--- config.mk ---
export PLATFORM = sky130hd
export DESIGN_NAME = region
export DESIGN_NICKNAME = d
export VERILOG_FILES = /design/src/design/region_data_pkg.sv /design/src/design/region_access_pkg.sv /design/src/design/store_if.sv /design/src/design/region_ram.sv /design/src/design/region_fifo.sv /design/src/design/read_arbiter.sv /design/src/design/write_arbiter.sv /design/src/design/region.sv
export VERILOG_INCLUDE_DIRS = /design/src /design/src/design
export SDC_FILE = /design/constraint.sdc
export NUM_CORES = 1
export LEC_CHECK = 0
export ABC_AREA = 0
export BUFFER_PORTS_ARGS = -buffer_cell sky130_fd_sc_hd__buf_2
export CORE_MARGIN = 5
export CORE_UTILIZATION = 45
export CTS_CLUSTER_SIZE = 24
export DETAILED_ROUTE_END_ITERATION = 10
export PLACE_DENSITY = 0.67
export SYNTH_ARGS = -nofsm -noshare
export SYNTH_HDL_FRONTEND = slang
export SYNTH_SLANG_ARGS = --single-unit
--- constraint.sdc ---
create_clock -name clk -period 5.65 [get_ports clk]
set_input_delay 0.8475 -clock clk [delete_from_list [all_inputs] [get_ports clk]]
set_output_delay 0.8475 -clock clk [all_outputs]
set_load 0.01 [all_outputs]
--- src/design/region_cfg.svh ---
`ifndef REGION_CFG_SVH
`define REGION_CFG_SVH

// Width of one stored word
`define REGION_DATA_W 8

// Log2 of the depth of each store
`define REGION_ADDR_W 5

// Client channels sharing the region
`define REGION_NUM_CH 3

// Free FIFO slots at or below which almostfull rises
`define REGION_AFULL_MARGIN 4

`endif

--- src/design/region_data_pkg.sv ---
`include "region_cfg.svh"

package region_data_pkg;

    // ****************************************
    // Stored values
    // ****************************************

    // One word in either store
    typedef logic [`REGION_DATA_W-1:0] data_t;

    // RAM word address, also the width of the FIFO pointers
    typedef logic [`REGION_ADDR_W-1:0] addr_t;

    // Extra bit so the fill level can reach the full depth
    typedef logic [`REGION_ADDR_W:0] count_t;

endpackage

--- src/design/region_access_pkg.sv ---
`include "region_cfg.svh"

package region_access_pkg;

    // ****************************************
    // Client access
    // ****************************************

    // Store a read request is aimed at
    typedef enum logic [1:0] {
        TGT_NONE = 2'd0,
        TGT_RAM  = 2'd1,
        TGT_FIFO = 2'd2
    } target_e;

    // Write mask, one bit per store
    typedef logic [1:0] wmask_t;

    localparam int unsigned WMASK_RAM  = 0;
    localparam int unsigned WMASK_FIFO = 1;

    localparam int unsigned CHAN_W = (`REGION_NUM_CH > 1) ? $clog2(`REGION_NUM_CH) : 1;

    typedef logic [CHAN_W-1:0] chan_t;

    // Lowest requesting channel wins
    function automatic chan_t first_req(input logic [`REGION_NUM_CH-1:0] req);
        chan_t idx;
        idx = '0;
        for (int i = `REGION_NUM_CH - 1; i >= 0; i--) begin
            if (req[i]) begin
                idx = chan_t'(i);
            end
        end
        return idx;
    endfunction

endpackage

--- src/design/store_if.sv ---
`timescale 1ns/1ns

interface store_if;

    import region_data_pkg::*;

    // Read side
    logic  re;
    addr_t raddr;
    logic  rvalid;
    data_t rdata;

    // Write side
    logic  we;
    addr_t waddr;
    data_t wdata;

    // Only the FIFO has real flags
    logic  empty;
    logic  almostfull;

    modport rd_master (
        output re,
        output raddr,
        input  rvalid,
        input  rdata,
        input  empty,
        input  almostfull
    );

    modport wr_master (
        output we,
        output waddr,
        output wdata
    );

    modport store (
        input  re,
        input  raddr,
        output rvalid,
        output rdata,
        input  we,
        input  waddr,
        input  wdata,
        output empty,
        output almostfull
    );

endinterface

--- src/design/region_ram.sv ---
`timescale 1ns/1ns

`include "region_cfg.svh"

module region_ram (
    input logic    clk,
    store_if.store bus
);

    import region_data_pkg::*;

    localparam int unsigned DEPTH = 1 << `REGION_ADDR_W;

    data_t mem [DEPTH];

    // Registered write
    always_ff @(posedge clk) begin
        if (bus.we) begin
            mem[bus.waddr] <= bus.wdata;
        end
    end

    // Registered read, one cycle of latency
    always_ff @(posedge clk) begin
        bus.rvalid <= bus.re;
        if (bus.re) begin
            bus.rdata <= mem[bus.raddr];
        end
    end

endmodule

--- src/design/region_fifo.sv ---
`timescale 1ns/1ns

`include "region_cfg.svh"

module region_fifo (
    input logic    clk,
    input logic    rst_n,
    store_if.store bus
);

    import region_data_pkg::*;

    localparam int unsigned DEPTH = 1 << `REGION_ADDR_W;
    localparam count_t FULL_LEVEL  = count_t'(DEPTH);
    localparam count_t AFULL_LEVEL = count_t'(DEPTH - `REGION_AFULL_MARGIN);

    data_t  mem [DEPTH];
    addr_t  wr_ptr;
    addr_t  rd_ptr;
    count_t count;
    count_t count_nxt;
    logic   do_wr;
    logic   do_rd;

    // Write into a full FIFO is dropped, read of an empty one too
    assign do_wr = bus.we && (count != FULL_LEVEL);
    assign do_rd = bus.re && (count != '0);

    always_comb begin
        count_nxt = count;
        if (do_wr && !do_rd) begin
            count_nxt = count + 1'b1;
        end else if (do_rd && !do_wr) begin
            count_nxt = count - 1'b1;
        end
    end

    // ****************************************
    // Pointers, level and flags
    // ****************************************
    always_ff @(posedge clk) begin
        if (!rst_n) begin
            wr_ptr         <= '0;
            rd_ptr         <= '0;
            count          <= '0;
            bus.rvalid     <= 1'b0;
            bus.empty      <= 1'b1;
            bus.almostfull <= 1'b0;
        end else begin
            if (do_wr) begin
                wr_ptr <= wr_ptr + 1'b1;
            end
            if (do_rd) begin
                rd_ptr <= rd_ptr + 1'b1;
            end
            count          <= count_nxt;
            bus.rvalid     <= do_rd;
            bus.empty      <= (count_nxt == '0);
            bus.almostfull <= (count_nxt >= AFULL_LEVEL);
        end
    end

    // ****************************************
    // Storage
    // ****************************************
    always_ff @(posedge clk) begin
        if (do_wr) begin
            mem[wr_ptr] <= bus.wdata;
        end
        if (do_rd) begin
            bus.rdata <= mem[rd_ptr];
        end
    end

endmodule

--- src/design/read_arbiter.sv ---
`timescale 1ns/1ns

`include "region_cfg.svh"

module read_arbiter (
    input  logic                        clk,
    input  logic                        rst_n,
    input  logic                        re     [`REGION_NUM_CH],
    input  region_access_pkg::target_e  rsel   [`REGION_NUM_CH],
    input  region_data_pkg::addr_t      raddr  [`REGION_NUM_CH],
    output logic                        rvalid [`REGION_NUM_CH],
    output region_data_pkg::data_t      rdata  [`REGION_NUM_CH],
    output logic                        empty,
    output logic                        almostfull,
    store_if.rd_master                  ram_bus,
    store_if.rd_master                  fifo_bus
);

    import region_access_pkg::*;

    logic [`REGION_NUM_CH-1:0] ram_req;
    logic [`REGION_NUM_CH-1:0] fifo_req;
    chan_t                     ram_sel;
    chan_t                     fifo_sel;
    logic                      re_q  [`REGION_NUM_CH];
    target_e                   tgt_q [`REGION_NUM_CH];

    // ****************************************
    // Request side
    // ****************************************
    always_comb begin
        for (int c = 0; c < `REGION_NUM_CH; c++) begin
            ram_req[c]  = re[c] && (rsel[c] == TGT_RAM);
            fifo_req[c] = re[c] && (rsel[c] == TGT_FIFO);
        end
    end

    assign ram_sel  = first_req(ram_req);
    assign fifo_sel = first_req(fifo_req);

    assign ram_bus.re     = |ram_req;
    assign ram_bus.raddr  = raddr[ram_sel];
    assign fifo_bus.re    = |fifo_req;
    assign fifo_bus.raddr = raddr[fifo_sel];

    // Target tag follows the store latency
    always_ff @(posedge clk) begin
        if (!rst_n) begin
            for (int c = 0; c < `REGION_NUM_CH; c++) begin
                re_q[c]  <= 1'b0;
                tgt_q[c] <= TGT_NONE;
            end
        end else begin
            for (int c = 0; c < `REGION_NUM_CH; c++) begin
                re_q[c]  <= re[c];
                tgt_q[c] <= rsel[c];
            end
        end
    end

    // ****************************************
    // Return side
    // ****************************************
    always_comb begin
        for (int c = 0; c < `REGION_NUM_CH; c++) begin
            rvalid[c] = re_q[c] && ((tgt_q[c] == TGT_RAM && ram_bus.rvalid) ||
                                    (tgt_q[c] == TGT_FIFO && fifo_bus.rvalid));
            rdata[c]  = (tgt_q[c] == TGT_RAM) ? ram_bus.rdata : fifo_bus.rdata;
        end
    end

    // Flags shared by all channels
    assign empty      = fifo_bus.empty;
    assign almostfull = fifo_bus.almostfull;

endmodule

--- src/design/write_arbiter.sv ---
`timescale 1ns/1ns

`include "region_cfg.svh"

module write_arbiter (
    input  logic                        clk,
    input  logic                        rst_n,
    input  logic                        we    [`REGION_NUM_CH],
    input  region_access_pkg::wmask_t   wsel  [`REGION_NUM_CH],
    input  region_data_pkg::addr_t      waddr [`REGION_NUM_CH],
    input  region_data_pkg::data_t      wdata [`REGION_NUM_CH],
    store_if.wr_master                  ram_bus,
    store_if.wr_master                  fifo_bus
);

    import region_access_pkg::*;

    logic [`REGION_NUM_CH-1:0] ram_req;
    logic [`REGION_NUM_CH-1:0] fifo_req;
    chan_t                     ram_sel;
    chan_t                     fifo_sel;

    // A write may select both stores at once
    always_comb begin
        for (int c = 0; c < `REGION_NUM_CH; c++) begin
            ram_req[c]  = we[c] && wsel[c][WMASK_RAM];
            fifo_req[c] = we[c] && wsel[c][WMASK_FIFO];
        end
    end

    assign ram_sel  = first_req(ram_req);
    assign fifo_sel = first_req(fifo_req);

    // Enables last one cycle
    always_ff @(posedge clk) begin
        if (!rst_n) begin
            ram_bus.we  <= 1'b0;
            fifo_bus.we <= 1'b0;
        end else begin
            ram_bus.we  <= |ram_req;
            fifo_bus.we <= |fifo_req;
        end
    end

    // Winning payload per store
    always_ff @(posedge clk) begin
        ram_bus.waddr  <= waddr[ram_sel];
        ram_bus.wdata  <= wdata[ram_sel];
        fifo_bus.waddr <= waddr[fifo_sel];
        fifo_bus.wdata <= wdata[fifo_sel];
    end

endmodule

--- src/design/region.sv ---
`timescale 1ns/1ns

`include "region_cfg.svh"

module region (
    input  logic                        clk,
    input  logic                        rst_n,

    // Read requests
    input  logic                        re     [`REGION_NUM_CH],
    input  region_access_pkg::target_e  rsel   [`REGION_NUM_CH],
    input  region_data_pkg::addr_t      raddr  [`REGION_NUM_CH],

    // Write requests
    input  logic                        we     [`REGION_NUM_CH],
    input  region_access_pkg::wmask_t   wsel   [`REGION_NUM_CH],
    input  region_data_pkg::addr_t      waddr  [`REGION_NUM_CH],
    input  region_data_pkg::data_t      wdata  [`REGION_NUM_CH],

    // Returns
    output logic                        rvalid [`REGION_NUM_CH],
    output region_data_pkg::data_t      rdata  [`REGION_NUM_CH],

    // Shared FIFO flags
    output logic                        empty,
    output logic                        almostfull
);

    store_if ram_bus ();
    store_if fifo_bus ();

    // ****************************************
    // Arbiters
    // ****************************************
    read_arbiter i_read_arbiter (
        .clk        (clk),
        .rst_n      (rst_n),
        .re         (re),
        .rsel       (rsel),
        .raddr      (raddr),
        .rvalid     (rvalid),
        .rdata      (rdata),
        .empty      (empty),
        .almostfull (almostfull),
        .ram_bus    (ram_bus.rd_master),
        .fifo_bus   (fifo_bus.rd_master)
    );

    write_arbiter i_write_arbiter (
        .clk      (clk),
        .rst_n    (rst_n),
        .we       (we),
        .wsel     (wsel),
        .waddr    (waddr),
        .wdata    (wdata),
        .ram_bus  (ram_bus.wr_master),
        .fifo_bus (fifo_bus.wr_master)
    );

    // ****************************************
    // Stores
    // ****************************************
    region_ram i_region_ram (
        .clk (clk),
        .bus (ram_bus.store)
    );

    region_fifo i_region_fifo (
        .clk   (clk),
        .rst_n (rst_n),
        .bus   (fifo_bus.store)
    );

endmodule

# Word-level counts from Yosys, hierarchy flattened
# Memories as Yosys holds them, arrays and structs flattened. A register that Yosys moved wholly into a read port is not among the register bits.
# Cells that the tools add are included.
# classes
add_sub_neg	4
order_cmp	4
eq_ne	13
muxes	38
bitwise_logic	9
n_reduce_logical	36
# ops
cell	count
two-way mux 8 bit	7
binary-select mux 8 bit (select 2 bit)	2
logical AND 1 bit	25
two-way mux 2 bit	12
binary-select mux 5 bit (select 2 bit)	2
two-way mux 5 bit	4
== test 2 x 1 -> 1 bit, second input constant	6
== test 2 bit, second input constant	6
two-way mux 6 bit	2
OR reduction 3 bit	4
adder 5 x 1 -> 5 bit, second input constant	2
>= comparator 3 bit, second input constant	3
two-way mux 1 bit	9
inverter 2 -> 3 bit	3
adder 6 x 1 -> 6 bit, second input constant	1
>= comparator 6 x 5 -> 1 bit, second input constant	1
logical NOT 6 bit	1
inequality test 6 bit, second input constant	1
bitwise OR 1 bit	6
nonzero test 6 bit	1
subtractor 6 x 1 -> 6 bit, second input constant	1
logical OR 1 bit	3
logical NOT 1 bit	2
# totals
reg_bits	43
ramBits	521
input_bits	74
elab_cells	120
memories	4
# memory_table
memory	words	word_bits	read_ports	rd_clocked_by_memory_dff	wr	line	text
i_region_fifo.mem	32	8	1	1	1	region_fifo.sv:17	data_t mem [DEPTH];
i_region_ram.mem	32	8	1	1	1	region_ram.sv:14	data_t mem [DEPTH];
i_read_arbiter.tgt_q	3	2	3	0	3	read_arbiter.sv:26	target_e tgt_q [`REGION_NUM_CH];
i_read_arbiter.re_q	3	1	3	0	3	read_arbiter.sv:25	logic re_q [`REGION_NUM_CH];

# Longest topological paths before layout
# depth
word_depth	9
ltp_mapped	12

# By module
# From an unflattened synthesis, not the netlist that was laid out.
# hier_totals
hier_cells	1221
hier_area_um2	23752.8
# modules_own_cells
mod	instances	cells_each	area_each_um2
region_fifo	1	535	11184.5
region_ram	1	421	10172.3
write_arbiter	1	163	1285.0
read_arbiter	1	102	1111.1

# Worst setup path after synthesis
# OpenSTA, ideal clock, no wires.
# synth_path
path_kind	in2reg
startpoint	in re[0] (netlist name)
endpoint	reg i_region_ram.bus.rdata[6], read port of i_region_ram.mem, data pin
setup_time_ps	267
arrival_time_ps	2862
required_time_ps	5383
setup_slack_ps	2521
path_stages	10
path_buffers	2
cell_sequence	and3b_1 -> buf_6 -> o21ai_4 -> mux2_4 -> buf_2 -> nand2_1 -> a21oi_1 -> or4_4 -> nor4b_2 -> a221oi_1
# synth_via
elab_chain_len	8
elab_cells_between_ends	9
classes_between	6 x mux; 1 x bitwise; 2 x reduce/logical
# synth_rtl
element	line	text
start: declaration	region.sv:10	input logic re [`REGION_NUM_CH],
logical AND 1 bit *	read_arbiter.sv:33	ram_req[c] = re[c] && (rsel[c] == TGT_RAM);
two-way mux 2 bit (3 in series)	region_access_pkg.sv:31	if (req[i]) begin
inverter 2 -> 3 bit (not written as such)	read_arbiter.sv:42	assign ram_bus.raddr = raddr[ram_sel];
binary-select mux 5 bit (select 2 bit)	read_arbiter.sv:42	
two-way mux 5 bit (not written as such) (2 in series)	read_arbiter.sv:42	
end: declaration	store_if.sv:41	output rdata,
# Every way passes the cells marked *; elsewhere a longest branch is shown, timed or not. The select of a mux whose other input is x is not followed.
# A chain may end at the register's enable or synchronous reset.

# Worst setup path after layout
# layout_path
startpoint	in re[0] (netlist name)
endpoint	reg i_region_ram.bus.rdata[0], read port of i_region_ram.mem, data pin
# Same word-level chain as after synthesis.

==> impl_metrics.json <==
{
  "placedCellCount": 2175,
  "crit_type": "in2reg",
  "fp.dieW_um": 238,
  "worstPathRequired_ps": 6030,
  "setup_viol_count_final": 0,
  "start_util_pct": 45.5,
  "mostFrequentLayoutCells": "edfxtp_1 (528), nand2_1 (163), nor2_1 (120)",
  "route.detailed.drc": 0,
  "cp_max_fo": 30,
  "post_synth_num_cell_types": 67,
  "antenna_found_initial": 0,
  "tns_ps": 0,
  "syn-instance-count": 1447,
  "cp_num_buf_inv": 1,
  "routedWlPerCell_um": 24.7,
  "vias": 13200,
  "power_leakage_nw": 8.62,
  "via_per_inst": 5.79,
  "cts_setup_buffers": 0,
  "drive_above_1_share_pct": 21.3,
  "grt-ovfl-total": 0,
  "portBuffers": 102,
  "area_growth_pct": 12.5,
  "slew_violations": 0,
  "critPathTopFamily": "compound AO/OA/AOI/OAI gates",
  "num_io_pins": 103,
  "fin_crit_sh_pct": 64.1,
  "final-instance-count-excl-fill": 2278,
  "max_cap_violations": 0,
  "timing.fmax_mhz": 276,
  "rsz0062_at_grt": "no",
  "cts_resized": 0,
  "yosys_register_bits": 580,
  "drt_first_pass_iters": 5,
  "totalWireLength_um": 56300,
  "antenna_cells": 0,
  "die_y_um": 238,
  "ant_nets": 0,
  "power_density_nw_per_um2": 383,
  "core_um2": 51500,
  "worstReg2RegEnd": "i_region_fifo.mem[11][7]",
  "cts_tree": "yes",
  "clk_pin_slew_worst_paths_ps": 60,
  "worst_slew_pin_slew_ps": 1250,
  "place.gp.congestion": 0.885,
  "dp_hpwl_um": 36500,
  "reg2regPathDepth": 5,
  "finish.utilization_pct": 51.2,
  "final_common_cell": "edfxtp_1",
  "nNetsFinal": 1635,
  "grt_pass1_vias": 12900,
  "cpPeakStageDelay_ps": 820,
  "ys_seq_area_share_pct": 72.1,
  "hold_violations": 0,
  "cp-end-kind": "register",
  "cp_cell_sequence": "buf_2 > and3b_1 > o21ai_4 > a22o_2 > nand3_2 > o22ai_1 > nor4_1 > o21bai_1 > a221oi_1",
  "rrSetupSlack_ps": 2340,
  "hold-path-cell-count": 3,
  "htree_num_levels": 2,
  "postSynthAreaPerCell_um2": 16.2,
  "crit_arrival_ps": 4010,
  "vdd_drop_max_mv": 0.251,
  "syn_nets": 1529,
  "clk_path_buf_depth": 3,
  "start_kind": "input port",
  "relSlewSlack_pct": 16.4,
  "die-area_um2": 56800,
  "hold_path_end": "i_write_arbiter.ram_bus.waddr[2]",
  "cts_root_buf": "clkbuf_16",
  "synth_edf_count": 528,
  "cp_slowest_cell": "a22o_2",
  "worstSkewPairLatency_ps": 600,
  "hold_buffers": 0,
  "clock_skew_ps": 24.0,
  "r2r-start": "i_region_fifo.count[0]",
  "cts_made_buffers": 56,
  "drt_iter0_drc": 1444,
  "ys_async_sr_fraction_pct": 0,
  "hp-start": "waddr[2]",
  "period_needed_ps": 3620,
  "grt.total_usage_pct": 19.5,
  "ys.flop_type": "edfxtp_1",
  "status": "completed",
  "grt_start_max_net_pins": 51,
  "min_path_type": "in2reg",
  "clock-sinks": 580,
  "grt_pass1_wl_um": 84100,
  "yosysWarningCount": 0,
  "synth_area_um2": 23400,
  "rows": 83
}
==> worst min-delay path, delay by kind of cell <==
family                 cells  cell delay, ps
AOI/OAI and AO/OA          1              50
buffers and inverters      1              80
and+or+nand+nor            1              40
==> cell type report <==
type / count / area (um^2)
flip-flops and latches: 580 / 16900
clock inverters: 26 / 230
well taps: 680 / 851
fillers: 4224 / 25100
repair buffers: 123 / 668
multi-input cells: 786 / 6140
clock buffers: 77 / 1560
inverters: 6 / 22.5
==> through the flow <==
| stage | power, mW | setup slack (ps) | hold WS [ps] | instance area (um^2) |
|---|---|---|---|---|
| after floorplan | 6.04 | 2520 | 554 | 23400 |
| after global placement | 6.53 | 1520 | 573 | 24600 |
| after detailed placement | 6.55 | 1470 | 591 | 24600 |
| after CTS | 10.2 | 2100 | 450 | 26400 |
| after global routing | 10.5 | 1840 | 484 | 26400 |
| final | 10.1 | 2030 | 479 | 26400 |
==> how the worst max path moves through the flow <==
stage	from	to	slack, ps	cells past startpoint
after floorplan	re[0]	i_region_ram.bus.rdata[6]	2520	10
after global placement	rsel[5]	i_region_ram.bus.rdata[7]	1520	9
after detailed placement	rsel[5]	i_region_ram.bus.rdata[1]	1470	9
after CTS	rsel[5]	i_region_ram.bus.rdata[1]	2100	9
after global routing	rsel[5]	i_region_ram.bus.rdata[0]	1840	9
final	re[0]	i_region_ram.bus.rdata[0]	2030	9
==> cell families after synthesis <==
logic type	after synthesis	synth area share [%]
xor+xnor	12	0.448
mux	191	12.7
buf+inv	81	1.78
simple gates	400	7.88
compound gates	175	4.71
fa+ha+maj	8	0.427
flops	580	72.1
==> power breakdown <==
part	total [mW]	internal, mW	switching, mW
registers	5.06	4.88	0.179
logic	1.40	0.626	0.770
clock network	3.65	2.11	1.55
==> flip-flops by register name, summed over array words and instances (netlist names) <==
name	flops
i_region_fifo.mem	256
i_region_ram.bus.rvalid	1
i_read_arbiter.tgt_q	6
i_region_ram.mem	256
i_region_fifo.bus.empty	1
i_region_fifo.count	6
i_write_arbiter.fifo_bus.wdata	8
i_region_fifo.rd_ptr	5
i_region_fifo.bus.rvalid	1
i_region_ram.bus.rdata	8
i_write_arbiter.ram_bus.wdata	8
i_write_arbiter.fifo_bus.we	1
i_write_arbiter.ram_bus.waddr	5
i_region_fifo.bus.rdata	8
i_region_fifo.wr_ptr	5
i_region_fifo.bus.almostfull	1
i_write_arbiter.ram_bus.we	1
i_read_arbiter.re_q	3
==> metal layers <==
metal	up-vias	track usage, %	routed length, um
met5	-	0	0
met4	0	5.17	1490
met3	85	3.33	4490
met2	645	29.7	25600
met1	6645	29.5	24700
li1	5818	-	-
==> synthesized netlist by cell type, types with 12 or more instances <==
cell type / count / area (um^2)
edfxtp_1: 528 / 15900
nand2_1: 163 / 612
nor2_1: 120 / 450
mux4_2: 80 / 1800
mux2i_1: 74 / 741
a21oi_1: 57 / 285
dfxtp_1: 52 / 1040
o21ai_0: 41 / 205
mux2_2: 34 / 383
clkbuf_1: 33 / 124
nor3_1: 22 / 110
buf_2: 18 / 90.1
and2_1: 17 / 106
o22ai_1: 16 / 100
buf_4: 12 / 90.1
Note: power is estimated with default switching activity, not from simulation.
